## config.mk

```make
export PLATFORM = sky130hd
export DESIGN_NAME = eth_tx_top
export DESIGN_NICKNAME = d
export VERILOG_FILES = /design/src/verilog/eth_pkg.sv /design/src/verilog/eth_tx_top.sv /design/src/verilog/crc32_gen.sv /design/src/verilog/bit_order.sv /design/src/verilog/ether_tx.sv /design/src/verilog/tx_payload_buf.sv
export SDC_FILE = /design/constraint.sdc
export NUM_CORES = 1
export LEC_CHECK = 0
export ABC_AREA = 1
export BUFFER_PORTS_ARGS = -buffer_cell sky130_fd_sc_hd__buf_2
export CORE_ASPECT_RATIO = 2
export CORE_MARGIN = 3
export CORE_UTILIZATION = 60
export DETAILED_ROUTE_END_ITERATION = 8
export PLACE_DENSITY = 0.85
export RECOVER_POWER = 100
export SYNTH_ARGS = -nofsm -noshare
export SYNTH_HDL_FRONTEND = slang
export SYNTH_SLANG_ARGS = --single-unit
```

## constraint.sdc

```tcl
create_clock -name clk -period 11.3 [get_ports clk]
set_input_delay 1.695 -clock clk [delete_from_list [all_inputs] [get_ports clk]]
set_output_delay 1.695 -clock clk [all_outputs]
set_load 0.01 [all_outputs]
```

## src/verilog/eth_pkg.sv

```systemverilog
package eth_pkg;

  // Header request, fields leave in declaration order
  typedef struct packed {
    logic [47:0] dest_mac;
    logic [47:0] src_mac;
    logic [15:0] etype;
  } eth_hdr_t;

  // One payload byte
  typedef struct packed {
    logic [7:0] data;
    logic       last;  // Final byte of the frame
  } pay_beat_t;

  // Side flags that follow each line unit down the pipe
  typedef struct packed {
    logic en;     // Unit belongs to a frame
    logic cksum;  // Unit is covered by the FCS
    logic last;   // Final payload unit
  } line_flags_t;

  // Framing
  localparam logic [7:0] PREAMBLE_BYTE = 8'h55;
  localparam logic [7:0] SFD_BYTE      = 8'hD5;
  localparam int         PREAMBLE_LEN  = 7;

  // Idle byte times after the FCS
  localparam int IPG_BYTES = 12;

  // Reflected CRC-32, shifted right one bit at a time
  localparam logic [31:0] CRC_POLY = 32'hEDB8_8320;
  localparam logic [31:0] CRC_INIT = 32'hFFFF_FFFF;

endpackage
```

## src/verilog/eth_tx_top.sv

```systemverilog
`timescale 1ns/1ps

module eth_tx_top import eth_pkg::*; #(
  parameter int DATA_W     = 2,   // 2 for RMII, 4 for MII
  parameter int FIFO_DEPTH = 64
) (
  input  logic              clk,
  input  logic              rst,
  input  eth_hdr_t          hdr,
  input  logic              hdr_valid,
  output logic              hdr_ready,
  input  pay_beat_t         pay,
  input  logic              pay_valid,
  output logic              pay_ready,
  output logic [DATA_W-1:0] txd,
  output logic              tx_en
);

  logic              frame_avail;
  logic              rd_en;
  pay_beat_t         rd_beat;
  logic [DATA_W-1:0] seq_data;
  line_flags_t       seq_flags;
  logic [DATA_W-1:0] ord_data;
  line_flags_t       ord_flags;

  tx_payload_buf #(.FIFO_DEPTH(FIFO_DEPTH)) u_buf (
    .clk         (clk),
    .rst         (rst),
    .pay         (pay),
    .pay_valid   (pay_valid),
    .pay_ready   (pay_ready),
    .rd_en       (rd_en),
    .rd_beat     (rd_beat),
    .frame_avail (frame_avail)
  );

  // Frame sequencer, MSB-first units
  ether_tx #(.DATA_W(DATA_W)) u_seq (
    .clk         (clk),
    .rst         (rst),
    .hdr         (hdr),
    .hdr_valid   (hdr_valid),
    .hdr_ready   (hdr_ready),
    .frame_avail (frame_avail),
    .rd_beat     (rd_beat),
    .rd_en       (rd_en),
    .seq_data    (seq_data),
    .seq_flags   (seq_flags)
  );

  bit_order #(.DATA_W(DATA_W)) u_order (
    .clk       (clk),
    .rst       (rst),
    .seq_data  (seq_data),
    .seq_flags (seq_flags),
    .ord_data  (ord_data),
    .ord_flags (ord_flags)
  );

  crc32_gen #(.DATA_W(DATA_W)) u_crc (
    .clk       (clk),
    .rst       (rst),
    .ord_data  (ord_data),
    .ord_flags (ord_flags),
    .txd       (txd),
    .tx_en     (tx_en)
  );

endmodule

```

## src/verilog/crc32_gen.sv

```systemverilog
`timescale 1ns/1ps

module crc32_gen import eth_pkg::*; #(
  parameter int DATA_W = 2
) (
  input  logic              clk,
  input  logic              rst,
  input  logic [DATA_W-1:0] ord_data,
  input  line_flags_t       ord_flags,
  output logic [DATA_W-1:0] txd,
  output logic              tx_en
);

  localparam int FCS_UNITS = 32 / DATA_W;
  localparam int FCNT_W    = $clog2(FCS_UNITS);

  logic [31:0]       crc;
  logic              fcs_active;  // Shifting the FCS onto the line
  logic [FCNT_W-1:0] fcs_cnt;

  // Serial update, txd[0] first as on the wire
  function automatic logic [31:0] crc_step(input logic [31:0] c_in,
                                           input logic [DATA_W-1:0] d);
    logic [31:0] c;
    c = c_in;
    for (int i = 0; i < DATA_W; i++) begin
      if (c[0] ^ d[i]) begin
        c = (c >> 1) ^ CRC_POLY;
      end else begin
        c = c >> 1;
      end
    end
    return c;
  endfunction

  always_ff @(posedge clk) begin
    if (rst) begin
      crc        <= CRC_INIT;
      fcs_active <= 1'b0;
      fcs_cnt    <= '0;
    end else if (fcs_active) begin
      crc     <= crc >> DATA_W;  // Next FCS unit into the low bits
      fcs_cnt <= fcs_cnt + 1'b1;
      if (fcs_cnt == FCNT_W'(FCS_UNITS - 1)) begin
        fcs_active <= 1'b0;
      end
    end else if (ord_flags.en) begin
      // Preamble and SFD pass with the register untouched
      if (ord_flags.cksum) begin
        crc <= crc_step(crc, ord_data);
      end
      if (ord_flags.last) begin
        fcs_active <= 1'b1;
        fcs_cnt    <= '0;
      end
    end else begin
      crc <= CRC_INIT;  // Idle line, ready for the next frame
    end
  end

  // Frame units go straight through
  always_comb begin
    tx_en = ord_flags.en | fcs_active;
    if (fcs_active) begin
      txd = ~crc[DATA_W-1:0];
    end else if (ord_flags.en) begin
      txd = ord_data;
    end else begin
      txd = '0;
    end
  end

endmodule

```

## src/verilog/bit_order.sv

```systemverilog
`timescale 1ns/1ps

module bit_order import eth_pkg::*; #(
  parameter int DATA_W = 2
) (
  input  logic              clk,
  input  logic              rst,
  input  logic [DATA_W-1:0] seq_data,
  input  line_flags_t       seq_flags,
  output logic [DATA_W-1:0] ord_data,   // LSB-first wire order
  output line_flags_t       ord_flags
);

  localparam int UNITS = 8 / DATA_W;
  localparam int PH_W  = $clog2(UNITS);

  logic [PH_W-1:0] in_phase;
  logic [PH_W-1:0] out_phase;
  logic [7:0]      gather;     // Byte being collected
  logic [7:0]      byte_now;
  logic [7:0]      out_byte;   // Byte being played out
  logic            load;
  line_flags_t     out_flags;

  assign load = seq_flags.en && (in_phase == PH_W'(UNITS - 1));

  // First unit in lands in the top bits
  always_comb begin
    byte_now = gather;
    byte_now[(UNITS - 1 - in_phase) * DATA_W +: DATA_W] = seq_data;
  end

  always_ff @(posedge clk) begin
    gather <= byte_now;
    if (load) out_byte <= byte_now;
  end

  always_ff @(posedge clk) begin
    if (rst) begin
      in_phase  <= '0;
      out_phase <= '0;
      out_flags <= '0;
    end else begin
      if (seq_flags.en) in_phase <= in_phase + 1'b1;

      if (load) begin
        out_flags.en    <= 1'b1;
        out_flags.cksum <= seq_flags.cksum;
        out_flags.last  <= seq_flags.last;
        out_phase       <= '0;
      end else if (out_flags.en) begin
        out_phase <= out_phase + 1'b1;
        if (out_phase == PH_W'(UNITS - 1)) out_flags <= '0;  // Byte drained with nothing behind it
      end
    end
  end

  // Low unit first and txd[0] carries the earlier bit
  assign ord_data        = out_flags.en ? out_byte[out_phase * DATA_W +: DATA_W] : '0;
  assign ord_flags.en    = out_flags.en;
  assign ord_flags.cksum = out_flags.cksum;
  assign ord_flags.last  = out_flags.last && (out_phase == PH_W'(UNITS - 1));

endmodule

```

## src/verilog/ether_tx.sv

```systemverilog
`timescale 1ns/1ps

module ether_tx import eth_pkg::*; #(
  parameter int DATA_W = 2
) (
  input  logic              clk,
  input  logic              rst,
  input  eth_hdr_t          hdr,
  input  logic              hdr_valid,
  output logic              hdr_ready,
  input  logic              frame_avail,
  input  pay_beat_t         rd_beat,
  output logic              rd_en,
  output logic [DATA_W-1:0] seq_data,   // MSB-first units
  output line_flags_t       seq_flags
);

  localparam int UNITS     = 8 / DATA_W;  // Units per byte
  localparam int UPOS_W    = $clog2(UNITS);
  localparam int FCS_BYTES = 4;
  // Covers the reorder delay, the FCS and the IPG, plus the CRC stage edge
  localparam int GAP_UNITS = (IPG_BYTES + FCS_BYTES + 1) * UNITS + 1;
  localparam int GAP_W     = $clog2(GAP_UNITS + 1);

  typedef enum logic [2:0] {
    S_IDLE,
    S_PREAMBLE,
    S_SFD,
    S_DST_MAC,
    S_SRC_MAC,
    S_TYPE,
    S_DATA,
    S_GAP
  } state_t;

  state_t            state;
  eth_hdr_t          hdr_q;
  logic [UPOS_W-1:0] upos;      // Unit within the current byte
  logic [2:0]        bcnt;      // Byte within the current field
  logic [GAP_W-1:0]  gap_cnt;
  logic [7:0]        cur_byte;
  logic              byte_end;
  logic              in_frame;

  assign hdr_ready = (state == S_IDLE) && frame_avail;
  assign byte_end  = (upos == UPOS_W'(UNITS - 1));
  assign in_frame  = (state != S_IDLE) && (state != S_GAP);
  assign rd_en     = (state == S_DATA) && byte_end;  // Pop once the byte is sent

  // Byte being sent in this state
  always_comb begin
    case (state)
      S_PREAMBLE: cur_byte = PREAMBLE_BYTE;
      S_SFD:      cur_byte = SFD_BYTE;
      S_DST_MAC:  cur_byte = hdr_q.dest_mac[(5 - bcnt) * 8 +: 8];
      S_SRC_MAC:  cur_byte = hdr_q.src_mac[(5 - bcnt) * 8 +: 8];
      S_TYPE:     cur_byte = hdr_q.etype[(1 - bcnt) * 8 +: 8];
      S_DATA:     cur_byte = rd_beat.data;
      default:    cur_byte = 8'h00;
    endcase
  end

  always_ff @(posedge clk) begin
    if (hdr_valid && hdr_ready) begin
      hdr_q <= hdr;  // Held for the whole frame
    end
    if (in_frame) begin
      seq_data <= cur_byte[(UNITS - 1 - upos) * DATA_W +: DATA_W];
    end else begin
      seq_data <= '0;
    end
  end

  always_ff @(posedge clk) begin
    if (rst) begin
      state     <= S_IDLE;
      upos      <= '0;
      bcnt      <= '0;
      gap_cnt   <= '0;
      seq_flags <= '0;
    end else begin
      seq_flags <= '0;
      case (state)
        S_IDLE: begin
          if (hdr_valid && hdr_ready) begin
            state <= S_PREAMBLE;
            upos  <= '0;
            bcnt  <= '0;
          end
        end

        S_GAP: begin
          if (gap_cnt == GAP_W'(GAP_UNITS - 1)) begin
            gap_cnt <= '0;
            state   <= S_IDLE;
          end else begin
            gap_cnt <= gap_cnt + 1'b1;
          end
        end

        default: begin
          seq_flags.en    <= 1'b1;
          seq_flags.cksum <= (state != S_PREAMBLE) && (state != S_SFD);
          seq_flags.last  <= (state == S_DATA) && byte_end && rd_beat.last;
          upos            <= upos + 1'b1;
          if (byte_end) begin
            bcnt <= bcnt + 1'b1;
            case (state)
              S_PREAMBLE: begin
                if (bcnt == 3'(PREAMBLE_LEN - 1)) begin
                  state <= S_SFD;
                  bcnt  <= '0;
                end
              end
              S_SFD: begin
                state <= S_DST_MAC;
                bcnt  <= '0;
              end
              S_DST_MAC: begin
                if (bcnt == 3'd5) begin
                  state <= S_SRC_MAC;
                  bcnt  <= '0;
                end
              end
              S_SRC_MAC: begin
                if (bcnt == 3'd5) begin
                  state <= S_TYPE;
                  bcnt  <= '0;
                end
              end
              S_TYPE: begin
                if (bcnt == 3'd1) state <= S_DATA;
              end
              default: begin
                if (rd_beat.last) state <= S_GAP;  // FCS follows from crc32_gen
              end
            endcase
          end
        end
      endcase
    end
  end

endmodule

```

## src/verilog/tx_payload_buf.sv

```systemverilog
`timescale 1ns/1ps

module tx_payload_buf import eth_pkg::*; #(
  parameter int FIFO_DEPTH = 64
) (
  input  logic      clk,
  input  logic      rst,
  input  pay_beat_t pay,
  input  logic      pay_valid,
  output logic      pay_ready,
  input  logic      rd_en,
  output pay_beat_t rd_beat,
  output logic      frame_avail
);

  localparam int AW = $clog2(FIFO_DEPTH);

  pay_beat_t      mem [FIFO_DEPTH];
  logic [AW:0]    wr_ptr;     // Extra bit tells full from empty
  logic [AW:0]    rd_ptr;
  logic [AW:0]    frame_cnt;  // Complete frames held
  logic           full;
  logic           empty;
  logic           push;
  logic           pop;

  assign full  = (wr_ptr[AW] != rd_ptr[AW]) && (wr_ptr[AW-1:0] == rd_ptr[AW-1:0]);
  assign empty = (wr_ptr == rd_ptr);

  assign pay_ready = !full;
  assign push      = pay_valid && pay_ready;
  assign pop       = rd_en && !empty;

  assign rd_beat     = mem[rd_ptr[AW-1:0]];  // Head of queue, show-ahead
  assign frame_avail = (frame_cnt != '0);

  always_ff @(posedge clk) begin
    if (push) begin
      mem[wr_ptr[AW-1:0]] <= pay;
    end
  end

  always_ff @(posedge clk) begin
    if (rst) begin
      wr_ptr    <= '0;
      rd_ptr    <= '0;
      frame_cnt <= '0;
    end else begin
      if (push) wr_ptr <= wr_ptr + 1'b1;
      if (pop)  rd_ptr <= rd_ptr + 1'b1;

      // A frame counts once its last byte is in, and leaves with that byte
      case ({push && pay.last, pop && rd_beat.last})
        2'b10:   frame_cnt <= frame_cnt + 1'b1;
        2'b01:   frame_cnt <= frame_cnt - 1'b1;
        default: frame_cnt <= frame_cnt;
      endcase
    end
  end

endmodule

```

==> summary.log, run 1 <==
qor: route.drcViolationCount 0
qor: synth.synth_sequential_area_ratio 0.693
qor: sta.final.period_utilization 0.667
qor: grt.grt_antenna_before_repair 0
qor: placement.finalWeightedCongestion 0.951
qor: synth.top_flip_flop_cell_by_instance_count_after_synthesis edfxtp_1
qor: floorplanning.design.die.area 0.0580 mm²
qor: sta.clock.fmax 133 MHz
qor: cts.ctsHoldBuffers 0
qor: pwr.power.sequential.fraction 0.565
qor: sta.relSlewSlack -1.93
qor: pwr.max-vdd-ir-drop 0.179 mV
qor: cts.cts_root_buf clkbuf_16
qor: cts.clock_tree.htree_level_count 2
qor: floorplanning.rows 121
qor: synth.synth_edf_count 696
qor: worst_setup_path.worst_setup_path_start_kind flip-flop
qor: cts.insertion_delay 0.64 ns
qor: sta.fin_setup_tns 0 ns
qor: placement.detailedPlacementHpwl 52400 µm
qor: final_layout.multi_input_comb_area 0.00877 mm²
qor: worst_setup_path.worst_setup_path_end_kind flip-flop
qor: final_layout.drive_gt1_frac 0.0764
qor: placement.port_buffers 129
qor: pwr.sw_frac_of_total 0.240
qor: final_layout.finalNetCount 3200
qor: final_layout.syn2layout_area_growth 7.91%
qor: floorplanning.die_span_in_x 172 µm
qor: worst_setup_path.critPathSlowestCell clkbuf_1
qor: worst_setup_path.criticalPathCategory flip-flop to flip-flop
qor: run_status.violations max-capacitance violations, max-slew violations
qor: pwr.power.density 169 mW/mm²
qor: cts.post-cts-setup-buffer-count 0
qor: floorplanning.initial_cell_density_of_the_core 0.606
qor: route.detailroute.via_count 23453
qor: pwr.power_leakage 0.0128 µW
qor: pwr.net-switching-power 1450 µW
qor: pwr.internal_power 4590 µW
qor: grt.grt_max_degree 117
qor: floorplanning.pin_count 130
qor: sta.rsz0062_at_grt no
qor: worst_setup_path.reg2reg_depth 25
qor: route.drt_pass1_iterations 6
qor: sta.finClkSkew 0.0329 ns
qor: synth.ys_types 42
qor: floorplanning.placeableCoreArea 0.0545 mm²
qor: route.drt_first_iter_violations 2856
qor: cts.clkSinkCount 795
qor: synth.mappedNetlistNets 3148
qor: run_status.outcome complete, but fails checks
qor: route.antenna_violating_nets_post_route 0
qor: route.route.detailed.vias_per_inst 6.21
qor: run.cap_violations 14
qor: worst_setup_path.slowest_stage_delay_cp 2.80 ns
qor: final_layout.most-common-layout-cells nand2_1 (830), edfxtp_1 (696), nand3_1 (466)
qor: final_layout.final-seq-area 0.0229 mm²
qor: route.wl 82800 µm
qor: cts.cts_tree yes
qor: cts.cts_max_path_buffers 3
qor: pwr.clock_power_share 0.349
qor: cts.clk_transition_reported_paths 0.07 ns
qor: pwr.power.share.combinational 0.086
qor: worst_setup_path.r2r_slack 3.76 ns
qor: cts.numCtsBuffers 59
qor: min_path.hold_path.class flip-flop to flip-flop
qor: synth.asyncSetResetFlopFracSynth 0
qor: route.drt-wirelength-per-cell 21.9 µm
qor: worst_setup_path.crit_arrival 8.04 ns
qor: sta.report.final.hold_viol_count 0
qor: final_layout.fillers 3830
qor: sta.finalHoldWorstSlack 0.486 ns
qor: grt.grt.total_usage 0.286
qor: grt.final_global_route_overflow_total 0
qor: synth.syn_area_per_cell 11.0 µm²
qor: synth.synth.yosys.warnings 0
qor: final_layout.mostFrequentLayoutCell nand2_1
qor: min_path.min_path_cells 2
qor: grt.first_global_vias 23445
qor: worst_setup_path.worst-path-max-fanout 116
qor: floorplanning.die_h 338 µm
qor: synth.synth_cells 2999
qor: cts.cts_resized 0
qor: sta.finalCriticalPeriod 7.54 ns
qor: synth.syn_area 0.0330 mm²
qor: worst_setup_path.worst_path_most_repeated_cell nand2_1
qor: sta.slew_viol_final 853
qor: synth.synth_seq_cells 795
qor: final_layout.n_antenna_cell 0
qor: grt.grt_first_pass_wirelength 127000 µm
qor: sta.timing_worst_slew_pin_value 4.39 ns
qor: sta.setup_violations 0
qor: worst_setup_path.critPathRequiredTime 11.80 ns
==> state kept, by name (all words and copies together) (netlist names), named ones only <==
name	count
u_buf.mem	576
u_crc.fcs_cnt	4
u_order.in_phase	2
u_crc.fcs_active	1
u_order.out_byte	8
u_seq.seq_data	2
u_seq.bcnt	3
u_seq.hdr_q	112
u_seq.state	3
u_seq.seq_flags	3
u_crc.crc	32
u_buf.frame_cnt	7
u_order.gather	8
u_order.out_phase	2
u_buf.rd_ptr	7
u_order.out_flags	1
u_seq.gap_cnt	7
u_order.ord_flags	2
u_seq.upos	2
u_buf.wr_ptr	7
==> kinds of logic after synthesis <==
logic type,synth area share
flops,0.693
buf+inv,0.0408
xor+xnor,0.00451
fa+ha+maj,0.00910
compound gates,0.0510
simple gates,0.201
==> power groups by stage <==
stage / clock, µW / sequential, µW / combinational (µW)
global placement: 0 / 3450 / 496
finish: 2100 / 3410 / 521
floorplan: 0 / 3440 / 339
CTS: 2110 / 3400 / 522
detailed placement: 0 / 3460 / 517
global route: 2230 / 3420 / 578
==> through the flow <==
step	cell area (µm²)	power (µW)	util	std cells	setup WS [ns]
floorplan	33000	3780	-	2999	4.24
global placement	33800	3950	0.620	3666	6.18
detailed placement	33800	3980	0.620	3666	6.07
CTS	35700	6030	0.655	3777	6.01
global route	35600	6230	0.653	3777	2.97
finish	35600	6040	0.653	3777	3.76
==> metal layers <==
layer / routed length [µm] / global-route usage / vias up
met2: 43800 / 0.519 / 1555
met3: 6650 / 0.0376 / 353
met1: 25900 / 0.308 / 11006
li1: - / - / 10539
met4: 6480 / 0.188 / 0
met5: 0 / 0 / -
==> cell type report <==
cell class                 count  area share
clock inverter                48      0.0116
sequential                   795       0.643
tap                          676      0.0237
inverter                     112      0.0120
clock buffer                  63      0.0425
multi-input combinational   1928       0.246
timing repair buffer         155      0.0213
==> Yosys cell counts (13+ instances only) <==
library cell	number	area (µm²)
ha_1	24	300
nor3_1	15	75.1
o21ai_0	121	606
nand3_1	465	2330
nand2_1	829	3110
buf_4	33	248
inv_1	102	383
clkbuf_1	40	150
o21ai_1	13	65.1
buf_2	66	330
a21oi_1	86	430
o22ai_1	56	350
nor2_1	239	897
buf_6	13	146
edfxtp_1	696	20900
dfxtp_1	99	1980
==> worst max-delay path, delay by kind of cell, from the launching register on <==
family	cells	cell delay, ns
AO/OA/AOI/OAI	6	1.27
buffers and inverters	5	3.75
flip-flops	1	0.64
adder cells (fa/ha/maj)	2	0.55
XOR/XNOR	1	0.14
AND/OR/NAND/NOR	11	1.04
==> worst paths after layout <==
kind,from,to
max,flip-flop,u_buf.frame_cnt[6]
max reg2reg,flip-flop,u_buf.frame_cnt[6]
min reg2reg,u_crc.crc[12],u_crc.crc[10]
min,u_crc.crc[12],u_crc.crc[10]
(Power assumes the default switching activity.)
==> run 2, diff against run 1 <==
CORE_UTILIZATION = 56   (was 60)
PLACE_DENSITY = 0.83   (was 0.85)
clock period = 6.2 ns   (was 11.3 ns; I/O delays follow)
==> summary.log, run 2 (same netlist as run 1, synthesis figures left out) <==
qor: run_status.outcome complete, but fails checks
qor: run_status.violations max-capacitance violations, max-slew violations
qor: grt.groute.layer.met3.usage 0.0345
qor: cts.numCtsBuffers 58
qor: final_layout.max_ffs_per_register 576
qor: grt.grt.busiest_layer met2
qor: cts.cts_tree yes
qor: worst_setup_path.criticalPathCategory flip-flop to flip-flop
qor: placement.finalWeightedCongestion 0.928
qor: grt.grt_use_met1 0.276
qor: grt.grt.total_usage 0.263
qor: cts.insertion_delay 0.63 ns
qor: sta.clock.fmax 208 MHz
qor: run.cap_violations 14
qor: floorplanning.die_span_in_x 178 µm
qor: worst_setup_path.critPathRequiredTime 6.73 ns
qor: final_layout.n_antenna_cell 0
qor: route.detailroute.via_count 23103
qor: sta.finalCriticalPeriod 4.82 ns
qor: sta.setup_violations 0
qor: floorplanning.initial_cell_density_of_the_core 0.567
qor: worst_setup_path.worst_setup_path_end_kind flip-flop
qor: cts.ctsHoldBuffers 0
qor: pwr.totalPowerFinal 11000 µW
qor: final_layout.finalNetCount 3205
qor: cts.clkSinkCount 795
qor: sta.report.final.hold_viol_count 0
qor: min_path.hold_path.class flip-flop to flip-flop
qor: sta.final.period_utilization 0.777
qor: floorplanning.rows 125
qor: worst_setup_path.r2r_slack 1.38 ns
qor: cts.clock_tree.htree_level_count 2
qor: placement.port_buffers 129
qor: sta.rsz0062_at_grt no
qor: pwr.power.density 308 mW/mm²
qor: placement.placed_cell_area 0.0340 mm²
qor: worst_setup_path.worst_setup_path_start_kind flip-flop
qor: worst_setup_path.worst-path-max-fanout 56
qor: pwr.power_leakage 0.0128 µW
qor: sta.relSlewSlack -1.39
qor: grt.grt_first_pass_wirelength 126000 µm
qor: cts.clk_transition_reported_paths 0.08 ns
qor: placement.dpl_worst_slack 1.82 ns
qor: final_layout.syn2layout_area_growth 8.48%
qor: floorplanning.pin_count 130
qor: cts.cts_root_buf clkbuf_16
qor: sta.timing_worst_slew_pin_value 3.59 ns
qor: route.route.detailed.vias_per_inst 5.97
qor: route.drt_pass1_iterations 9
qor: route.wl 81800 µm
qor: sta.timing.final.ws_setup 1.38 ns
qor: cts.cts_max_path_buffers 3
qor: grt.globalRouteMet2Util 0.474
qor: final_layout.drive_gt1_frac 0.0811
qor: grt.grt_antenna_before_repair 0
qor: route.antenna_violating_nets_post_route 0
qor: final_layout.mostFrequentLayoutCell nand2_1
qor: floorplanning.design.die.area 0.0621 mm²
qor: sta.slew_viol_final 814
qor: grt.first_global_vias 23472
qor: route.drt-wirelength-per-cell 21.2 µm
qor: grt.final_global_route_overflow_total 0
qor: sta.finClkSkew 0.0157 ns
qor: grt.grt_max_degree 146
qor: placement.detailedPlacementHpwl 51300 µm
qor: floorplanning.placeableCoreArea 0.0582 mm²
qor: sta.fin_setup_tns 0 ns
qor: floorplanning.die_h 349 µm
qor: route.drt_first_iter_violations 2446
qor: final_layout.cell_area_after_layout 0.0358 mm²
qor: route.drcViolationCount 0
qor: pwr.max-vdd-ir-drop 0.420 mV
qor: worst_setup_path.crit_arrival 5.34 ns
qor: final_layout.most-common-layout-cells nand2_1 (831), edfxtp_1 (696), nand3_1 (465)
qor: cts.cts_resized 0
qor: cts.post-cts-setup-buffer-count 0
run 2: cell count changes in the layout (fill, tap and decap cells not counted), sizes merged:
cell / before / now
buf: 116 / 134
bufinv: 5 / 6
clkbuf: 102 / 92
clkinv: 35 / 29
clkinvlp: 7 / 12
inv: 113 / 110
run 2: metrics by stage:
step	utilization	hold slack (ns)	std cells
detailed placement	0.584	0.453	3758
floorplan	-	0.431	2999
CTS	0.617	0.445	3868
global route	0.615	0.451	3868
finish	0.615	0.458	3868
global placement	0.584	0.451	3758
run 2: final cells by class:
type | count | area (µm²)
timing repair buffer | 161 | 833
fill | 4359 | 22400
tap | 762 | 953
sequential | 795 | 22900
multi-input combinational | 1928 | 8760
clock inverter | 45 | 392
clock buffer | 65 | 1540
inverter | 112 | 432
run 2: worst paths after layout:
kind,end,cells after the start,start
hold / removal,u_order.ord_flags[1],2,u_seq.seq_flags[1]
setup / recovery,u_seq.seq_data[1],12,flip-flop
hold reg to reg,u_order.ord_flags[1],2,u_seq.seq_flags[1]
setup reg to reg,u_seq.seq_data[1],12,flip-flop
run 2: routing by layer:
layer | share of wire | up-vias | wire length (µm)
met5 | 0 | - | 0
met4 | 0.084 | 0 | 6850
met3 | 0.075 | 378 | 6110
met2 | 0.52 | 1325 | 42700
met1 | 0.32 | 10838 | 26100
li1 | - | 10562 | -
run 2: critical path: stages, from the launching register on:
cell and delay (ns):
dfxtp_4 0.53, inv_4 0.44, buf_4 0.45, clkbuf_1 1.25, nand3_1 0.30, nand3_1 0.29
a21oi_1 0.09, o21ai_0 0.68, a21oi_1 0.16, nand2_1 0.14, nand2_1 0.06, a21oi_1 0.15
nor2_1 0.06
run 2: where the power goes:
group	switching (µW)	internal (µW)
clock	1850	2050
sequential	104	6100
combinational	671	264
total	2620	8410
==> run 3, diff against run 2 <==
clock period = 3.9 ns   (was 6.2 ns; I/O delays follow)
==> summary.log, run 3 (same netlist as run 1, synthesis figures left out) <==
qor: pwr.max-vdd-ir-drop 0.524 mV
qor: min_path.hold_path.class input port to flip-flop
qor: route.drcViolationCount 0
qor: sta.timing_worst_slew_pin_value 3.09 ns
qor: pwr.power.density 488 mW/mm²
qor: floorplanning.rows 125
qor: grt.grt_antenna_before_repair 0
qor: sta.finClkSkew 0.0321 ns
qor: grt.first_global_vias 23608
qor: grt.grt.total_usage 0.273
qor: worst_setup_path.worst-path-max-fanout 22
qor: cts.cts_root_buf clkbuf_16
qor: final_layout.mostFrequentLayoutCell nand2_1
qor: final_layout.cell_area_after_layout 0.0365 mm²
qor: worst_setup_path.critPathRequiredTime 4.41 ns
qor: worst_setup_path.r2r_slack 0.32 ns
qor: sta.fin_setup_tns 0 ns
qor: worst_setup_path.crit_arrival 4.10 ns
qor: final_layout.finalNetCount 3296
qor: route.drt_first_iter_violations 2125
qor: route.detailroute.via_count 23588
qor: floorplanning.placeableCoreArea 0.0582 mm²
qor: route.drt_pass1_iterations 6
qor: cts.cts_tree yes
qor: cts.clk_transition_reported_paths 0.08 ns
qor: route.wl 84700 µm
qor: placement.port_buffers 129
qor: floorplanning.pin_count 130
qor: final_layout.most-common-layout-cells nand2_1 (831), edfxtp_1 (696), nand3_1 (465)
qor: run_status.outcome complete, but fails checks
qor: route.antenna_violating_nets_post_route 0
qor: grt.grt_max_degree 113
qor: sta.setup_violations 0
qor: final_layout.layout.core_utilization 0.627
qor: route.drt-wirelength-per-cell 21.4 µm
qor: placement.detailedPlacementHpwl 55800 µm
qor: worst_setup_path.worst_setup_path_end_kind flip-flop
qor: worst_setup_path.worst_setup_path_start_kind flip-flop
qor: worst_setup_path.r2r-end u_buf.frame_cnt[6]
qor: pwr.power_leakage 0.0132 µW
qor: floorplanning.design.die.area 0.0621 mm²
qor: sta.slew_viol_final 472
qor: min_path.worst_hold_path.endpoint u_seq.hdr_q[94]
qor: cts.cts_max_path_buffers 3
qor: final_layout.final-instance-count-excl-fill 3961
qor: final_layout.max_ffs_per_register 576
qor: placement.placed_cell_area 0.0347 mm²
qor: cts.clkSinkCount 795
qor: worst_setup_path.criticalPathCategory flip-flop to flip-flop
qor: worst_setup_path.reg2reg_depth 25
qor: final_layout.syn2layout_area_growth 10.6%
qor: min_path.hold_path.startpoint hdr[94]
qor: cts.clock_tree.htree_level_count 2
qor: run_status.violations max-capacitance violations, max-slew violations
qor: cts.numCtsBuffers 59
qor: grt.grt_first_pass_wirelength 130000 µm
qor: min_path.min_path_cells 1
qor: sta.relSlewSlack -1.06
qor: sta.clock.fmax 279 MHz
qor: cts.ctsHoldBuffers 0
qor: sta.finalCriticalPeriod 3.58 ns
qor: placement.placed_cells_incl_taps 3845
qor: floorplanning.die_h 349 µm
qor: sta.final.period_utilization 0.919
qor: floorplanning.die_span_in_x 178 µm
qor: sta.finalHoldWorstSlack 0.112 ns
qor: grt.final_global_route_overflow_total 0
qor: cts.insertion_delay 0.64 ns
qor: sta.report.final.hold_viol_count 0
qor: final_layout.drive_gt1_frac 0.0916
qor: run.cap_violations 11
qor: placement.finalWeightedCongestion 0.947
qor: floorplanning.initial_cell_density_of_the_core 0.567
qor: route.route.detailed.vias_per_inst 5.96
-- run 3: layout make-up --
type | instances | area, µm²
Antenna cell | 1 | 2.50
Clock buffer | 71 | 1550
Clock inverter | 41 | 485
Fill cell | 4319 | 21700
Inverter | 112 | 434
Multi-Input combinational cell | 1928 | 8770
Sequential cell | 795 | 22900
Tap cell | 762 | 953
Timing Repair Buffer | 251 | 1420
-- run 3: how the worst max path moves through the flow --
stage / startpoint / end / cells past startpoint
after floorplan: u_seq.state[1] / u_seq.bcnt[0] / 11
after global placement: flip-flop / u_buf.frame_cnt[6] / 25
after detailed placement: flip-flop / u_buf.frame_cnt[6] / 25
after CTS: flip-flop / u_buf.frame_cnt[6] / 25
after global routing: flip-flop / u_buf.frame_cnt[6] / 25
final: flip-flop / u_buf.frame_cnt[6] / 25
-- run 3: routing by layer --
metal  track usage  wire [µm]
met1         0.284      26500
met2         0.493      44700
met4         0.199       7070
met5             0          0
met3        0.0421       6430
-- run 3: where the power goes --
group	internal [µW]	switching (µW)	total, µW
registers	9680	157	9830
clock network	3520	2900	6420
logic	439	1120	1560
total	13600	4180	17800
-- run 3: worst max-delay path, stage by stage, from the launching register on --
cell and delay (ns):
dfxtp_4 0.42, inv_4 0.23, buf_12 0.21, o21ai_0 0.11, o22ai_1 0.14, nand2_1 0.08
nand2_1 0.07, nand2_1 0.04, nand3_1 0.14, nand3_1 0.11, nand2_1 0.12, inv_1 0.07
nor2_1 0.13, ha_1 0.24, xor2_1 0.11, ha_1 0.19, a21oi_1 0.21, inv_1 0.07
a21oi_1 0.20, nor2_1 0.08, inv_1 0.07, nor2_1 0.04, nand2_1 0.07, nand3_1 0.09
o21ai_0 0.15, a21oi_1 0.05
-- run 3: repair_timing --
action | CTS | global route
resized for setup | 0 | 1
buffers inserted | 0 | 3
setup endpoints to repair | 0 | 1
-- run 3: through the flow --
step                      setup WS [ns]  power (µW)
after floorplan                  -0.572       11000
after global placement            0.350       11600
after detailed placement          0.276       11600
after CTS                         0.270       17900
after global routing            -0.0118       18400
final                             0.315       17800
